==> config.mk <==
export PLATFORM = sky130hd
export DESIGN_NAME = video_top
export DESIGN_NICKNAME = d
export VERILOG_FILES = /design/src/rtl/bus_pkg.sv /design/src/rtl/video_pkg.sv /design/src/rtl/video_if.sv /design/src/rtl/tile_gfx.sv /design/src/rtl/video_cen.sv /design/src/rtl/video_colmix.sv /design/src/rtl/video_timing.sv /design/src/rtl/video_top.sv
export VERILOG_INCLUDE_DIRS = /design/src /design/src/rtl
export SDC_FILE = /design/constraint.sdc
export NUM_CORES = 2
export LEC_CHECK = 0
export BUFFER_PORTS_ARGS = -buffer_cell sky130_fd_sc_hd__buf_2
export CAP_MARGIN = 20
export CORE_MARGIN = 2
export CORE_UTILIZATION = 60
export DETAILED_ROUTE_END_ITERATION = 7
export PLACE_DENSITY = 0.74
export SLEW_MARGIN = 10
export SYNTH_ARGS = -nofsm -noshare
export SYNTH_HDL_FRONTEND = slang
export SYNTH_HIERARCHICAL = 1
export SYNTH_SLANG_ARGS = --single-unit
==> constraint.sdc <==
create_clock -name clk -period 5 [get_ports clk]
set_clock_uncertainty 0.2 [all_clocks]
set_input_delay 1.25 -clock clk [delete_from_list [all_inputs] [get_ports clk]]
set_output_delay 1.25 -clock clk [all_outputs]
set_load 0.01 [all_outputs]
==> src/rtl/video_defs.svh <==
`ifndef VIDEO_DEFS_SVH
`define VIDEO_DEFS_SVH

// screen geometry in pixels and lines
`define H_TOTAL       64
`define H_ACTIVE      48
`define H_SYNC_START  52
`define H_SYNC_END    56
`define V_TOTAL       40
`define V_ACTIVE      32
`define V_SYNC_START  34
`define V_SYNC_END    36

// memory widths
`define ROM_AW        12
`define ROM_DW        16
`define VRAM_AW       7
`define PAL_AW        7
// pixel path latency, tile shifter plus colour register
`define PIPE_DLY      2

// cpu address map
`define CPU_AW        10
`define VRAM_BASE     10'h000
`define PAL_BASE      10'h100
`define CTRL_ADDR     10'h200
`define ACK_ADDR      10'h201

`endif

==> src/rtl/bus_pkg.sv <==
package bus_pkg;

    // decoded cpu regions
    typedef enum logic [1:0] {
        REG_NONE,
        REG_VRAM,
        REG_PAL,
        REG_CTRL
    } region_e;

    // control register contents
    typedef struct packed {
        logic irq_en;
    } ctrl_t;

endpackage

==> src/rtl/video_pkg.sv <==
package video_pkg;

    // 4bpp pixel colour out of the tile layer
    typedef logic [3:0] pxl_t;

    // palette bank from attribute bits 1:0
    typedef logic [1:0] bank_t;

    // 5:5:5 colour, red ends up in the low bits
    typedef struct packed {
        logic [4:0] blue;
        logic [4:0] green;
        logic [4:0] red;
    } rgb_t;

    // tile row fetch sequence
    typedef enum logic [1:0] {
        FETCH_IDLE,
        FETCH_LO,
        FETCH_HI
    } fetch_state_e;

endpackage

==> src/rtl/video_if.sv <==
`timescale 1ns/1ns
`include "video_defs.svh"

// gfx rom port, request held until ok
interface rom_if;
    logic               cs;
    logic [`ROM_AW-1:0] addr;
    logic [`ROM_DW-1:0] data;
    logic               ok;

    modport requester (output cs, output addr, input data, input ok);
    modport memory (input cs, input addr, output data, output ok);
endinterface

// byte bus slice for one region
// addr already has the region base stripped
interface cpu_bus_if #(parameter int AW = `CPU_AW);
    logic          cs;
    logic          rnw;
    logic [AW-1:0] addr;
    logic [7:0]    wdata;
    logic [7:0]    rdata;

    modport initiator (output cs, output rnw, output addr, output wdata, input rdata);
    modport target (input cs, input rnw, input addr, input wdata, output rdata);
endinterface

==> src/rtl/tile_gfx.sv <==
`timescale 1ns/1ns
`include "video_defs.svh"

module tile_gfx import video_pkg::*; (
    input  logic       clk,
    input  logic       rst_n,
    input  logic       pxl_cen,
    input  logic [8:0] hdump,
    input  logic [8:0] vdump,
    cpu_bus_if.target  bus,
    rom_if.requester   rom,
    output pxl_t       pxl,
    output bank_t      bank
);

    logic [7:0]            vram [0:(1 << `VRAM_AW) - 1];
    fetch_state_e          state;
    logic                  boundary;
    logic [8:0]            v_fetch;
    logic [5:0]            tgt_idx;
    logic [2:0]            tgt_row;
    logic                  pend;
    logic                  stale;
    logic                  start;
    logic                  lo_done;
    logic                  hi_done;
    logic [7:0]            code_q;
    logic [7:0]            attr_q;
    logic [`ROM_DW-1:0]    lo_q;
    logic [2*`ROM_DW-1:0]  row_nxt;
    bank_t                 bank_nxt;
    logic                  row_ok;
    logic [2*`ROM_DW-1:0]  shifter;

    // first pixel of each tile
    assign boundary = pxl_cen && (hdump[2:0] == 3'd0);

    // column 7 fetches column 0 of the following line
    always_comb begin
        v_fetch = vdump;
        if (hdump[5:3] == 3'd7) begin
            v_fetch = (vdump == 9'(`V_TOTAL - 1)) ? 9'd0 : vdump + 9'd1;
        end
    end

    assign start   = (state == FETCH_IDLE) && pend;
    assign lo_done = (state == FETCH_LO) && rom.cs && rom.ok;
    assign hi_done = (state == FETCH_HI) && rom.cs && rom.ok;

    // cpu side of the tile map
    always_ff @(posedge clk) begin
        if (bus.cs && !bus.rnw) begin
            vram[bus.addr] <= bus.wdata;
        end
        if (bus.cs && bus.rnw) begin
            bus.rdata <= vram[bus.addr];
        end
    end

    // fetch payload, addr set a cycle before cs rises
    always_ff @(posedge clk) begin
        if (boundary) begin
            tgt_idx <= {v_fetch[5:3], hdump[5:3] + 3'd1};
            tgt_row <= v_fetch[2:0];
        end
        if (start) begin
            code_q   <= vram[{1'b0, tgt_idx}];
            attr_q   <= vram[{1'b1, tgt_idx}];
            rom.addr <= {vram[{1'b0, tgt_idx}], tgt_row, 1'b0};
        end
        if (lo_done) begin
            lo_q     <= rom.data;
            rom.addr <= {code_q, tgt_row, 1'b1};
        end
        if (hi_done) begin
            row_nxt  <= {rom.data, lo_q};
            bank_nxt <= attr_q[1:0];
        end
    end

    // request sequencing
    always_ff @(posedge clk or negedge rst_n) begin
        if (!rst_n) begin
            state  <= FETCH_IDLE;
            rom.cs <= 1'b0;
            pend   <= 1'b0;
            stale  <= 1'b0;
            row_ok <= 1'b0;
        end else begin
            case (state)
                FETCH_IDLE: begin
                    if (pend) begin
                        pend  <= 1'b0;
                        state <= FETCH_LO;
                    end
                end
                FETCH_LO: begin
                    if (!rom.cs) begin
                        rom.cs <= 1'b1;
                    end else if (rom.ok) begin
                        rom.cs <= 1'b0;
                        state  <= FETCH_HI;
                    end
                end
                FETCH_HI: begin
                    if (!rom.cs) begin
                        rom.cs <= 1'b1;
                    end else if (rom.ok) begin
                        rom.cs <= 1'b0;
                        state  <= FETCH_IDLE;
                        row_ok <= !stale;
                        stale  <= 1'b0;
                    end
                end
                default: begin
                    state  <= FETCH_IDLE;
                    rom.cs <= 1'b0;
                end
            endcase
            // new tile starts, a fetch still running belongs to the old one
            if (boundary) begin
                pend   <= 1'b1;
                row_ok <= 1'b0;
                stale  <= ((state != FETCH_IDLE) && !hi_done) || start;
            end
        end
    end

    // late row shows as pixel 0 of bank 0
    always_ff @(posedge clk or negedge rst_n) begin
        if (!rst_n) begin
            pxl  <= '0;
            bank <= '0;
        end else if (boundary) begin
            pxl  <= row_ok ? row_nxt[3:0] : '0;
            bank <= row_ok ? bank_nxt : '0;
        end else if (pxl_cen) begin
            pxl  <= shifter[3:0];
        end
    end

    // leftmost pixel in the low nibble
    always_ff @(posedge clk) begin
        if (boundary) begin
            shifter <= row_ok ? row_nxt >> 4 : '0;
        end else if (pxl_cen) begin
            shifter <= shifter >> 4;
        end
    end

    a_rom_addr_hold: assert property (
        @(posedge clk) disable iff (!rst_n)
        rom.cs && !rom.ok |=> $stable(rom.addr)
    );

    a_idle_no_cs: assert property (
        @(posedge clk) disable iff (!rst_n)
        (state == FETCH_IDLE) |-> !rom.cs
    );

endmodule

==> src/rtl/video_cen.sv <==
`timescale 1ns/1ns

module video_cen (
    input  logic clk,
    input  logic rst_n,
    output logic pxl2_cen,
    output logic pxl_cen
);

    logic [1:0] cnt;

    // free running divider
    // pxl2 on odd counts, pxl only on 3 so both rise together
    always_ff @(posedge clk or negedge rst_n) begin
        if (!rst_n) begin
            cnt      <= 2'd0;
            pxl2_cen <= 1'b0;
            pxl_cen  <= 1'b0;
        end else begin
            cnt      <= cnt + 2'd1;
            pxl2_cen <= cnt[0];
            pxl_cen  <= (cnt == 2'd3);
        end
    end

    // every pixel strobe lands on a half-pixel strobe
    a_cen_nested: assert property (
        @(posedge clk) disable iff (!rst_n)
        pxl_cen |-> pxl2_cen
    );

endmodule

==> src/rtl/video_colmix.sv <==
`timescale 1ns/1ns
`include "video_defs.svh"

module video_colmix import video_pkg::*; (
    input  logic       clk,
    input  logic       rst_n,
    input  logic       pxl_cen,
    input  logic       lhbl,
    input  logic       lvbl,
    input  pxl_t       pxl,
    input  bank_t      bank,
    cpu_bus_if.target  bus,
    output logic       lhbl_dly,
    output logic       lvbl_dly,
    output logic [4:0] red,
    output logic [4:0] green,
    output logic [4:0] blue
);

    logic [7:0]           pal [0:(1 << `PAL_AW) - 1];
    logic [5:0]           pal_idx;
    logic [15:0]          pal_word;
    rgb_t                 col_q;
    logic [`PIPE_DLY-1:0] hbl_sr;
    logic [`PIPE_DLY-1:0] vbl_sr;
    logic                 show;

    // cpu access, byte wide
    always_ff @(posedge clk) begin
        if (bus.cs && !bus.rnw) begin
            pal[bus.addr] <= bus.wdata;
        end
        if (bus.cs && bus.rnw) begin
            bus.rdata <= pal[bus.addr];
        end
    end

    // 16 colours per bank, two bytes each
    assign pal_idx  = {bank, pxl};
    // little endian pair
    assign pal_word = {pal[{pal_idx, 1'b1}], pal[{pal_idx, 1'b0}]};

    // bit 15 of the word is spare
    always_ff @(posedge clk) begin
        if (pxl_cen) begin
            col_q <= rgb_t'(pal_word[14:0]);
        end
    end

    // blanking follows the pixel path
    always_ff @(posedge clk or negedge rst_n) begin
        if (!rst_n) begin
            hbl_sr <= '0;
            vbl_sr <= '0;
        end else if (pxl_cen) begin
            hbl_sr <= {hbl_sr[`PIPE_DLY-2:0], lhbl};
            vbl_sr <= {vbl_sr[`PIPE_DLY-2:0], lvbl};
        end
    end

    assign lhbl_dly = hbl_sr[`PIPE_DLY-1];
    assign lvbl_dly = vbl_sr[`PIPE_DLY-1];
    assign show     = lhbl_dly && lvbl_dly;

    // black in both blanking periods
    assign red   = show ? col_q.red : 5'd0;
    assign green = show ? col_q.green : 5'd0;
    assign blue  = show ? col_q.blue : 5'd0;

endmodule

==> src/rtl/video_timing.sv <==
`timescale 1ns/1ns
`include "video_defs.svh"

module video_timing import bus_pkg::*; (
    input  logic       clk,
    input  logic       rst_n,
    input  logic       pxl_cen,
    cpu_bus_if.target  bus,
    output logic [8:0] hdump,
    output logic [8:0] vdump,
    output logic       lhbl,
    output logic       lvbl,
    output logic       hs,
    output logic       vs,
    output logic       irqn
);

    // offset of the ack location inside the ctrl region
    localparam logic ACK_OFS = 1'(`ACK_ADDR - `CTRL_ADDR);

    logic [8:0] h_nxt;
    logic [8:0] v_nxt;
    ctrl_t      ctrl;
    logic       wr;
    logic       vb_start;

    // next beam position
    always_comb begin
        h_nxt = hdump + 9'd1;
        v_nxt = vdump;
        if (hdump == 9'(`H_TOTAL - 1)) begin
            h_nxt = 9'd0;
            v_nxt = (vdump == 9'(`V_TOTAL - 1)) ? 9'd0 : vdump + 9'd1;
        end
    end

    assign wr       = bus.cs && !bus.rnw;
    // first pixel of the first blanked line
    assign vb_start = pxl_cen && (v_nxt == 9'(`V_ACTIVE)) && (h_nxt == 9'd0);

    // flags follow the new count so they line up with hdump/vdump
    always_ff @(posedge clk or negedge rst_n) begin
        if (!rst_n) begin
            hdump <= 9'd0;
            vdump <= 9'd0;
            lhbl  <= 1'b0;
            lvbl  <= 1'b0;
            hs    <= 1'b0;
            vs    <= 1'b0;
        end else if (pxl_cen) begin
            hdump <= h_nxt;
            vdump <= v_nxt;
            lhbl  <= h_nxt < 9'(`H_ACTIVE);
            lvbl  <= v_nxt < 9'(`V_ACTIVE);
            hs    <= (h_nxt >= 9'(`H_SYNC_START)) && (h_nxt < 9'(`H_SYNC_END));
            vs    <= (v_nxt >= 9'(`V_SYNC_START)) && (v_nxt < 9'(`V_SYNC_END));
        end
    end

    // control register and interrupt latch
    always_ff @(posedge clk or negedge rst_n) begin
        if (!rst_n) begin
            ctrl <= '0;
            irqn <= 1'b1;
        end else begin
            if (wr && bus.addr[0] != ACK_OFS) begin
                ctrl.irq_en <= bus.wdata[0];
            end
            // ack releases the line
            if (wr && bus.addr[0] == ACK_OFS) begin
                irqn <= 1'b1;
            end
            if (vb_start && ctrl.irq_en) begin
                irqn <= 1'b0;
            end
        end
    end

    // status read, pending flag in bit 1
    always_ff @(posedge clk) begin
        if (bus.cs && bus.rnw) begin
            bus.rdata <= {6'd0, ~irqn, ctrl.irq_en};
        end
    end

    a_hdump_range: assert property (
        @(posedge clk) disable iff (!rst_n)
        hdump < 9'(`H_TOTAL)
    );

endmodule

==> src/rtl/video_top.sv <==
`timescale 1ns/1ns
`include "video_defs.svh"

module video_top import bus_pkg::*, video_pkg::*; (
    input  logic               clk,
    input  logic               rst_n,
    input  logic               cpu_cs,
    input  logic               cpu_rnw,
    input  logic [`CPU_AW-1:0] cpu_addr,
    input  logic [7:0]         cpu_wdata,
    output logic [7:0]         cpu_rdata,
    output logic               irqn,
    output logic               rom_cs,
    output logic [`ROM_AW-1:0] rom_addr,
    input  logic [`ROM_DW-1:0] rom_data,
    input  logic               rom_ok,
    output logic               pxl2_cen,
    output logic               pxl_cen,
    output logic               lhbl,
    output logic               lvbl,
    output logic               lhbl_dly,
    output logic               lvbl_dly,
    output logic               hs,
    output logic               vs,
    output logic [4:0]         red,
    output logic [4:0]         green,
    output logic [4:0]         blue
);

    localparam logic [`CPU_AW-1:0] VRAM_BASE_A = `VRAM_BASE;
    localparam logic [`CPU_AW-1:0] PAL_BASE_A  = `PAL_BASE;
    localparam logic [`CPU_AW-1:0] CTRL_BASE_A = `CTRL_ADDR;

    logic [8:0] hdump;
    logic [8:0] vdump;
    pxl_t       pxl;
    bank_t      bank;
    region_e    region;
    region_e    region_q;

    rom_if                      gfx_rom ();
    cpu_bus_if #(.AW(`VRAM_AW)) vram_bus ();
    cpu_bus_if #(.AW(`PAL_AW))  pal_bus ();
    cpu_bus_if #(.AW(1))        ctrl_bus ();

    // 128-byte windows for vram and palette, 2 bytes of control
    always_comb begin
        region = REG_NONE;
        if (cpu_cs) begin
            if (cpu_addr[`CPU_AW-1:7] == VRAM_BASE_A[`CPU_AW-1:7]) begin
                region = REG_VRAM;
            end else if (cpu_addr[`CPU_AW-1:7] == PAL_BASE_A[`CPU_AW-1:7]) begin
                region = REG_PAL;
            end else if (cpu_addr[`CPU_AW-1:1] == CTRL_BASE_A[`CPU_AW-1:1]) begin
                region = REG_CTRL;
            end
        end
    end

    // region offsets only
    assign vram_bus.cs    = (region == REG_VRAM);
    assign vram_bus.rnw   = cpu_rnw;
    assign vram_bus.addr  = cpu_addr[`VRAM_AW-1:0];
    assign vram_bus.wdata = cpu_wdata;
    assign pal_bus.cs     = (region == REG_PAL);
    assign pal_bus.rnw    = cpu_rnw;
    assign pal_bus.addr   = cpu_addr[`PAL_AW-1:0];
    assign pal_bus.wdata  = cpu_wdata;
    assign ctrl_bus.cs    = (region == REG_CTRL);
    assign ctrl_bus.rnw   = cpu_rnw;
    assign ctrl_bus.addr  = cpu_addr[0];
    assign ctrl_bus.wdata = cpu_wdata;

    // read data lags a clock, so the mux does too
    always_ff @(posedge clk or negedge rst_n) begin
        if (!rst_n) begin
            region_q <= REG_NONE;
        end else begin
            region_q <= (cpu_cs && cpu_rnw) ? region : REG_NONE;
        end
    end

    always_comb begin
        case (region_q)
            REG_VRAM: cpu_rdata = vram_bus.rdata;
            REG_PAL:  cpu_rdata = pal_bus.rdata;
            REG_CTRL: cpu_rdata = ctrl_bus.rdata;
            default:  cpu_rdata = 8'hff;
        endcase
    end

    // external gfx rom
    assign rom_cs       = gfx_rom.cs;
    assign rom_addr     = gfx_rom.addr;
    assign gfx_rom.data = rom_data;
    assign gfx_rom.ok   = rom_ok;

    video_cen u_cen (
        .clk      ( clk      ),
        .rst_n    ( rst_n    ),
        .pxl2_cen ( pxl2_cen ),
        .pxl_cen  ( pxl_cen  )
    );

    video_timing u_timing (
        .clk     ( clk      ),
        .rst_n   ( rst_n    ),
        .pxl_cen ( pxl_cen  ),
        .bus     ( ctrl_bus ),
        .hdump   ( hdump    ),
        .vdump   ( vdump    ),
        .lhbl    ( lhbl     ),
        .lvbl    ( lvbl     ),
        .hs      ( hs       ),
        .vs      ( vs       ),
        .irqn    ( irqn     )
    );

    tile_gfx u_tiles (
        .clk     ( clk      ),
        .rst_n   ( rst_n    ),
        .pxl_cen ( pxl_cen  ),
        .hdump   ( hdump    ),
        .vdump   ( vdump    ),
        .bus     ( vram_bus ),
        .rom     ( gfx_rom  ),
        .pxl     ( pxl      ),
        .bank    ( bank     )
    );

    video_colmix u_colmix (
        .clk      ( clk      ),
        .rst_n    ( rst_n    ),
        .pxl_cen  ( pxl_cen  ),
        .lhbl     ( lhbl     ),
        .lvbl     ( lvbl     ),
        .pxl      ( pxl      ),
        .bank     ( bank     ),
        .bus      ( pal_bus  ),
        .lhbl_dly ( lhbl_dly ),
        .lvbl_dly ( lvbl_dly ),
        .red      ( red      ),
        .green    ( green    ),
        .blue     ( blue     )
    );

endmodule

Word level (Yosys, flattened, before mapping)

Memories as Yosys holds them, arrays and structs flattened. A register that Yosys moved wholly into a read port is not among the register bits.
Cells that the tools add are included.

$add $sub $neg: 4
$lt $le $gt $ge: 6
Equality and inequality tests: 20
Multiplexer cells: 48
Bitwise gates (word level): 2
Reductions and logical operators: 41

Operator list:

| kind                                                   | number |
|---|---|
| two-way mux 32 bit                                     | 2 |
| < comparator 9 x 6 -> 1 bit (second input constant)    | 4 |
| two-way mux 28 bit                                     | 1 |
| equality test 9 x 6 -> 1 bit (second input constant)   | 3 |
| two-way mux 9 bit                                      | 3 |
| two-way mux 12 bit                                     | 2 |
| case mux 8 bit (3 select lines)                        | 1 |
| logical AND 1 bit                                      | 22 |
| two-way mux 2 bit                                      | 11 |
| adder 9 x 1 -> 9 bit (second input constant)           | 2 |
| >= comparator 9 x 6 -> 1 bit (second input constant)   | 2 |
| two-way mux 1 bit                                      | 18 |
| nonzero test 2 bit                                     | 8 |
| two-way mux 5 bit                                      | 3 |
| equality test 2 bit (second input constant)            | 6 |
| two-way mux 4 bit                                      | 3 |
| equality test 9 bit (second input constant)            | 1 |
| logical NOT 9 bit                                      | 1 |
| two-way mux 7 bit                                      | 1 |
| equality test 2 x 1 -> 1 bit (second input constant)   | 3 |
| logical NOT 3 bit                                      | 2 |
| two-way mux 6 bit                                      | 1 |
| inequality test 2 x 1 -> 1 bit (second input constant) | 3 |
| case mux 2 bit (3 select lines)                        | 1 |
| 13 further kinds                                       | 17 |

Bits in registers: 159
Memory bits (writable): 2,048
Input port bits: 39
Output and inout bits: 45
Memories kept: 2

Memory list:

| name         | depth | width | rd ports | clocked after memory_dff | wr ports | RTL line           | text |
|---|---|---|---|---|---|---|---|
| u_colmix.pal | 128   | 8     | 3        | 3                        | 1        | video_colmix.sv:20 | `` logic [7:0] pal [0:(1 << `PAL_AW) - 1]; `` |
| u_tiles.vram | 128   | 8     | 3        | 3                        | 1        | tile_gfx.sv:16     | `` logic [7:0] vram [0:(1 << `VRAM_AW) - 1]; `` |

Longest topological paths before layout

Depth after elaboration: 10
Gate-level depth with buffers: 12

Cells and area by module

The synthesis kept the hierarchy.

Modules (own cells, without submodules):

| module       | instances | cells each | area an instance (um2) | sequential area each (um2) |
|---|---|---|---|---|
| tile_gfx     | 1         | 2,869      | 50,026.7               | 34,673.3 |
| video_colmix | 1         | 2,823      | 48,241.3               | 31,540.2 |
| video_timing | 1         | 178        | 1,651.6                | 661.9 |
| video_top    | 1         | 44         | 392.9                  | 50.0 |
| video_cen    | 1         | 6          | 116.4                  | 100.1 |

Least setup slack after synthesis

No wires, ideal clock.

Kind: input to register
Start point: input cpu_addr[2]
End point: memory u_tiles.vram[3][0], enable pin
Library setup time: 370 ps
Arrival time: 3,236 ps
Required time: 4,430 ps
Setup slack: 1,194 ps
Stages: 9
Cell sequence: buf_6 > buf_2 > buf_2 > buf_2 > buf_2 > nor3b_1 > nand2_1 > clkbuf_1 > nor2_1

Longest elaborated chain between the ends: 9

Ends and longest elaborated chain:

| item                                    | RTL line        | text |
|---|---|---|
| from (decl)                             | video_top.sv:9  | `` input logic [`CPU_AW-1:0] cpu_addr, `` |
| equality test 9 bit                     | video_top.sv:54 | `` end else if (cpu_addr[`CPU_AW-1:1] == CTRL_BASE_A[`CPU_AW-1:1]) begin `` |
| two-way mux 2 bit                       | video_top.sv:54 |  |
| two-way mux 2 bit                       | video_top.sv:52 | `` end else if (cpu_addr[`CPU_AW-1:7] == PAL_BASE_A[`CPU_AW-1:7]) begin `` |
| two-way mux 2 bit                       | video_top.sv:50 | `` if (cpu_addr[`CPU_AW-1:7] == VRAM_BASE_A[`CPU_AW-1:7]) begin `` |
| two-way mux 2 bit                       | video_top.sv:49 | `if (cpu_cs) begin` |
| equality test 2 x 1 -> 1 bit            | video_top.sv:61 | `assign vram_bus.cs = (region == REG_VRAM);` |
| logical AND 1 bit                       | tile_gfx.sv:52  | `if (bus.cs && !bus.rnw) begin` |
| two-way mux 1 bit                       | tile_gfx.sv:52  |  |
| two-way mux 1 bit (implied by the code) | tile_gfx.sv:53  | `vram[bus.addr] <= bus.wdata;` |
| to (decl)                               | tile_gfx.sv:16  |  |

Several ways; a longest one is shown, not always the timed one.

Worst setup path after layout

Start point: input cpu_addr[2]
End point: register u_tiles.bus.rdata[5] (read register of u_tiles.vram) (data pin)

Longest elaborated chain between the ends: 7

Ends and longest elaborated chain:

| item                         | RTL line        | text |
|---|---|---|
| equality test 9 bit          | video_top.sv:54 |  |
| two-way mux 2 bit            | video_top.sv:54 |  |
| two-way mux 2 bit            | video_top.sv:52 |  |
| two-way mux 2 bit            | video_top.sv:50 |  |
| two-way mux 2 bit            | video_top.sv:49 |  |
| equality test 2 x 1 -> 1 bit | video_top.sv:61 |  |
| logical AND 1 bit            | tile_gfx.sv:55  | `if (bus.cs && bus.rnw) begin` |
| to (decl)                    | video_if.sv:25  | `modport target (input cs, input rnw, input addr, input wdata, output rdata);` |

Several ways; a longest one is shown, not always the timed one.
A chain may end at the register's enable or synchronous reset.

==> impl_results.md <==
* Status: finished clean
* Total GRT Usage at roughly two fifths
* Placeable core region at 167000 µm²
* Layout area overhead at 13.0%
* Top Layer Used: met5
* Detailed placer's ending HPWL at 216 mm
* Placed insts at 8261
* Clk Tree Root Cell: clkbuf_16
* Share of post-route cells with drive strength above 1 at a little over a quarter
* Maximum capacitance violations at 0
* # rows at 150
* Synthesized cell area at approximately 100000 µm²
* Yosys top cell by area: edfxtp_1
* Die area at 171000 µm²
* Initial antenna violation count at 18
* IO Port Bufs at 83
* Post-synth ARST share at 2.05%
* Drt via density at 7.64
* #FFs+latches synth at 2242
* Final period utilization at between 80 and 90%
* Crit-path cells: buf_8 > buf_12 > buf_4 > mux2_2 > a22oi_1 > o22ai_1 > o21ai_0 > a32oi_1 > or4_1
* Syn_area_per_cell at 17.0 µm²
* Vias post-DR at between 60000 and 70000
* Slowest stage delay, CP at 0.76 ns
* CTS max path bufs at 3
* Total gr overflow at 0
* Cell depth of the worst setup path at 9
* # clock sinks at 2242
* Die height at 413 µm
* Number of global-route vias before repair at between 60000 and 70000
* Io pins at 84
* M1 WL at ~110 mm
* Post-synth EDFFs at 2189
* CP max stage cell: o21ai_0
* Clock slew at reported path FFs at ~0.07 ns
* Max frequency at 239 MHz
* Metal3 WL at 47.9 mm
* Pwr Density at ~350 nW/µm²
* Yosys top cell area share at 65.5%
* Commonest non-fill, non-tap cell in the layout: edfxtp_1
* WHS at 0.209 ns
* Synth warn at 6
* Highest-count cells in the layout ignoring fill and taps: 2189 x edfxtp_1, 605 x mux4_2, 482 x buf_4
* Fin cells at a little under 9000
* Initial core utilization at 60.3%
* Die span in x at 413 µm
* Critical path arrival at 4.59 ns
* Total negative slack at 0 ns
* Post-CTS Resized at 0
* Met2 WL at 147 mm
* Worst vdd ir at 0.411 mV
* Tmin final at 4.18 ns
* Unique cell type count in the Yosys netlist at 91
* Rel. slew slack at a little under a fifth
* Final Hold Fails at 0
* Final Core Density at slightly below 70%
* Maximum fanout along the worst path at 41
* Setup violations, final at 0
* Routed Antenna Nets at 0
* Crit path buf inv count at 3
* H-Tree Level Count at 4
* Hold path depth at 0
* Worst path top cell family by delay: compound AO/OA/AOI/OAI gates
* R2R Setup Slk at 1.15 ns
* Worst-Margin Slew at 1.22 ns
* First-pass GRT wire length at 463 mm
* Seq/Total Area, Yosys at 66.7%
* DRC at 0
* Mapped Cells at slightly below 6000
* CTS Hold Bufs at 0
* DR pass1 iterations at 8
* WL final at ~330 mm
* RSZ-0062 raised after global routing: false
* Hold Crit Class: reg -> reg
* Initial DRC Count at 12162
* GPL Wtd Cong at 1.04
* CTS Buf Count at 219
* Setup crit end kind: flip-flop
* Setup Buffers After CTS at 0
* Final nets at 6331
* Slew Limit Fails at 0
* Leak Pwr at between 0.03 and 0.04 µW
* Worst Path Required at 5.41 ns
* Crit Path Category: in -> reg
* R2R depth at 5
* Kind of start point of the critical path: primary input
* Routed len/inst at 37.8 µm
* Main area contributors after synthesis: edfxtp_1 65%, mux4_2 14%, mux2i_1 3.4%
* Largest net degree at the start of global routing at 156
* Synth Flop Type: edfxtp_1
* CTS tree: built
* Worst-Skew Late Latency at 0.90 ns
[path summary, 6_finish.rpt]
check / from / endpoint
worst min register to register: u_cen/cnt[0] / u_cen/pxl2_cen
worst max-delay path: cpu_addr[2] / u_tiles/bus.rdata[5]
worst min-delay path: u_cen/cnt[0] / u_cen/pxl2_cen
worst max register to register: flip-flop / u_tiles/rom.addr[6]
min in group asynchronous: rst_n / u_colmix/vbl_sr[0]
max in group asynchronous: rst_n / u_tiles/bank[0]
[state kept, by name, summed over array words and instances (netlist names), 8 cells and up, named ones only]
register and count:
u_tiles/rom.addr 12, u_tiles/row_nxt 32, u_tiles/vram 1024, u_tiles/shifter 28, u_timing/hdump 9, u_timing/vdump 9
u_colmix/pal 1024, u_tiles/lo_q 16, u_colmix/bus.rdata 8, u_tiles/bus.rdata 8, u_colmix/col_q 15, u_tiles/code_q 8
[cell usage after synthesis (22+ instances only)]
| cell type | number |
|---|---|
| a22oi_1 | 75 |
| buf_4 | 28 |
| o211ai_1 | 80 |
| a221oi_1 | 311 |
| o21ai_0 | 58 |
| a22o_1 | 24 |
| nand4_1 | 42 |
| nor2_1 | 437 |
| buf_2 | 140 |
| mux2i_1 | 341 |
| mux2_2 | 90 |
| nor2b_1 | 31 |
| o2bb2ai_1 | 142 |
| o22ai_1 | 37 |
| buf_1 | 54 |
| mux4_2 | 605 |
| o221ai_1 | 22 |
| edfxtp_1 | 2189 |
| and3_1 | 27 |
| clkbuf_1 | 245 |
| dfrtp_1 | 45 |
| a21oi_1 | 170 |
| nand3_1 | 56 |
| nand2_1 | 326 |
| nor3_1 | 28 |
[area by class of cell]
| class | instances | area [µm²] |
|---|---|---|
| clock inverter | 139 | 1410 |
| antenna | 7 | 17.5 |
| sequential | 2242 | 67000 |
| inverter | 20 | 78.8 |
| tap | 2204 | 2760 |
| timing repair buffer | 617 | 5170 |
| multi-input combinational | 3181 | 31200 |
| fill | 10692 | 53100 |
| clock buffer | 267 | 5800 |
[stage by stage]
stage,power [µW],setup WS [ns],cell area [µm²]
global route,40800,0.914,113000
detailed placement,23600,0.246,106000
CTS,39900,1.16,113000
finish,40000,0.816,114000
floorplan,22400,1.19,100000
global placement,23600,0.219,106000
[where the power goes]
group	leakage (µW)	total, µW	switching, µW	internal [µW]
Clock	0.00349	16600	7310	9310
Sequential	0.0203	20800	66.0	20700
Combinational	0.0136	2540	1750	790
[kinds of logic after synthesis]
kind of cell    Yosys count  share of synthesized area, %
compound gates         1061                          8.07
fa+ha+maj                11                         0.137
mux                    1036                          18.0
other cells               1                       0.00373
simple gates           1049                          4.64
flops                  2242                          66.7
buf+inv                 502                          2.27
xor+xnor                 18                         0.157
[routing by layer]
layer,vias to the layer above,track usage [%]
li1,25334,-
met1,33595,50.8
met2,6149,57.0
met3,1229,11.8
met4,24,21.3
met5,-,0
No activity file was read; power rests on OpenSTA's default activity.
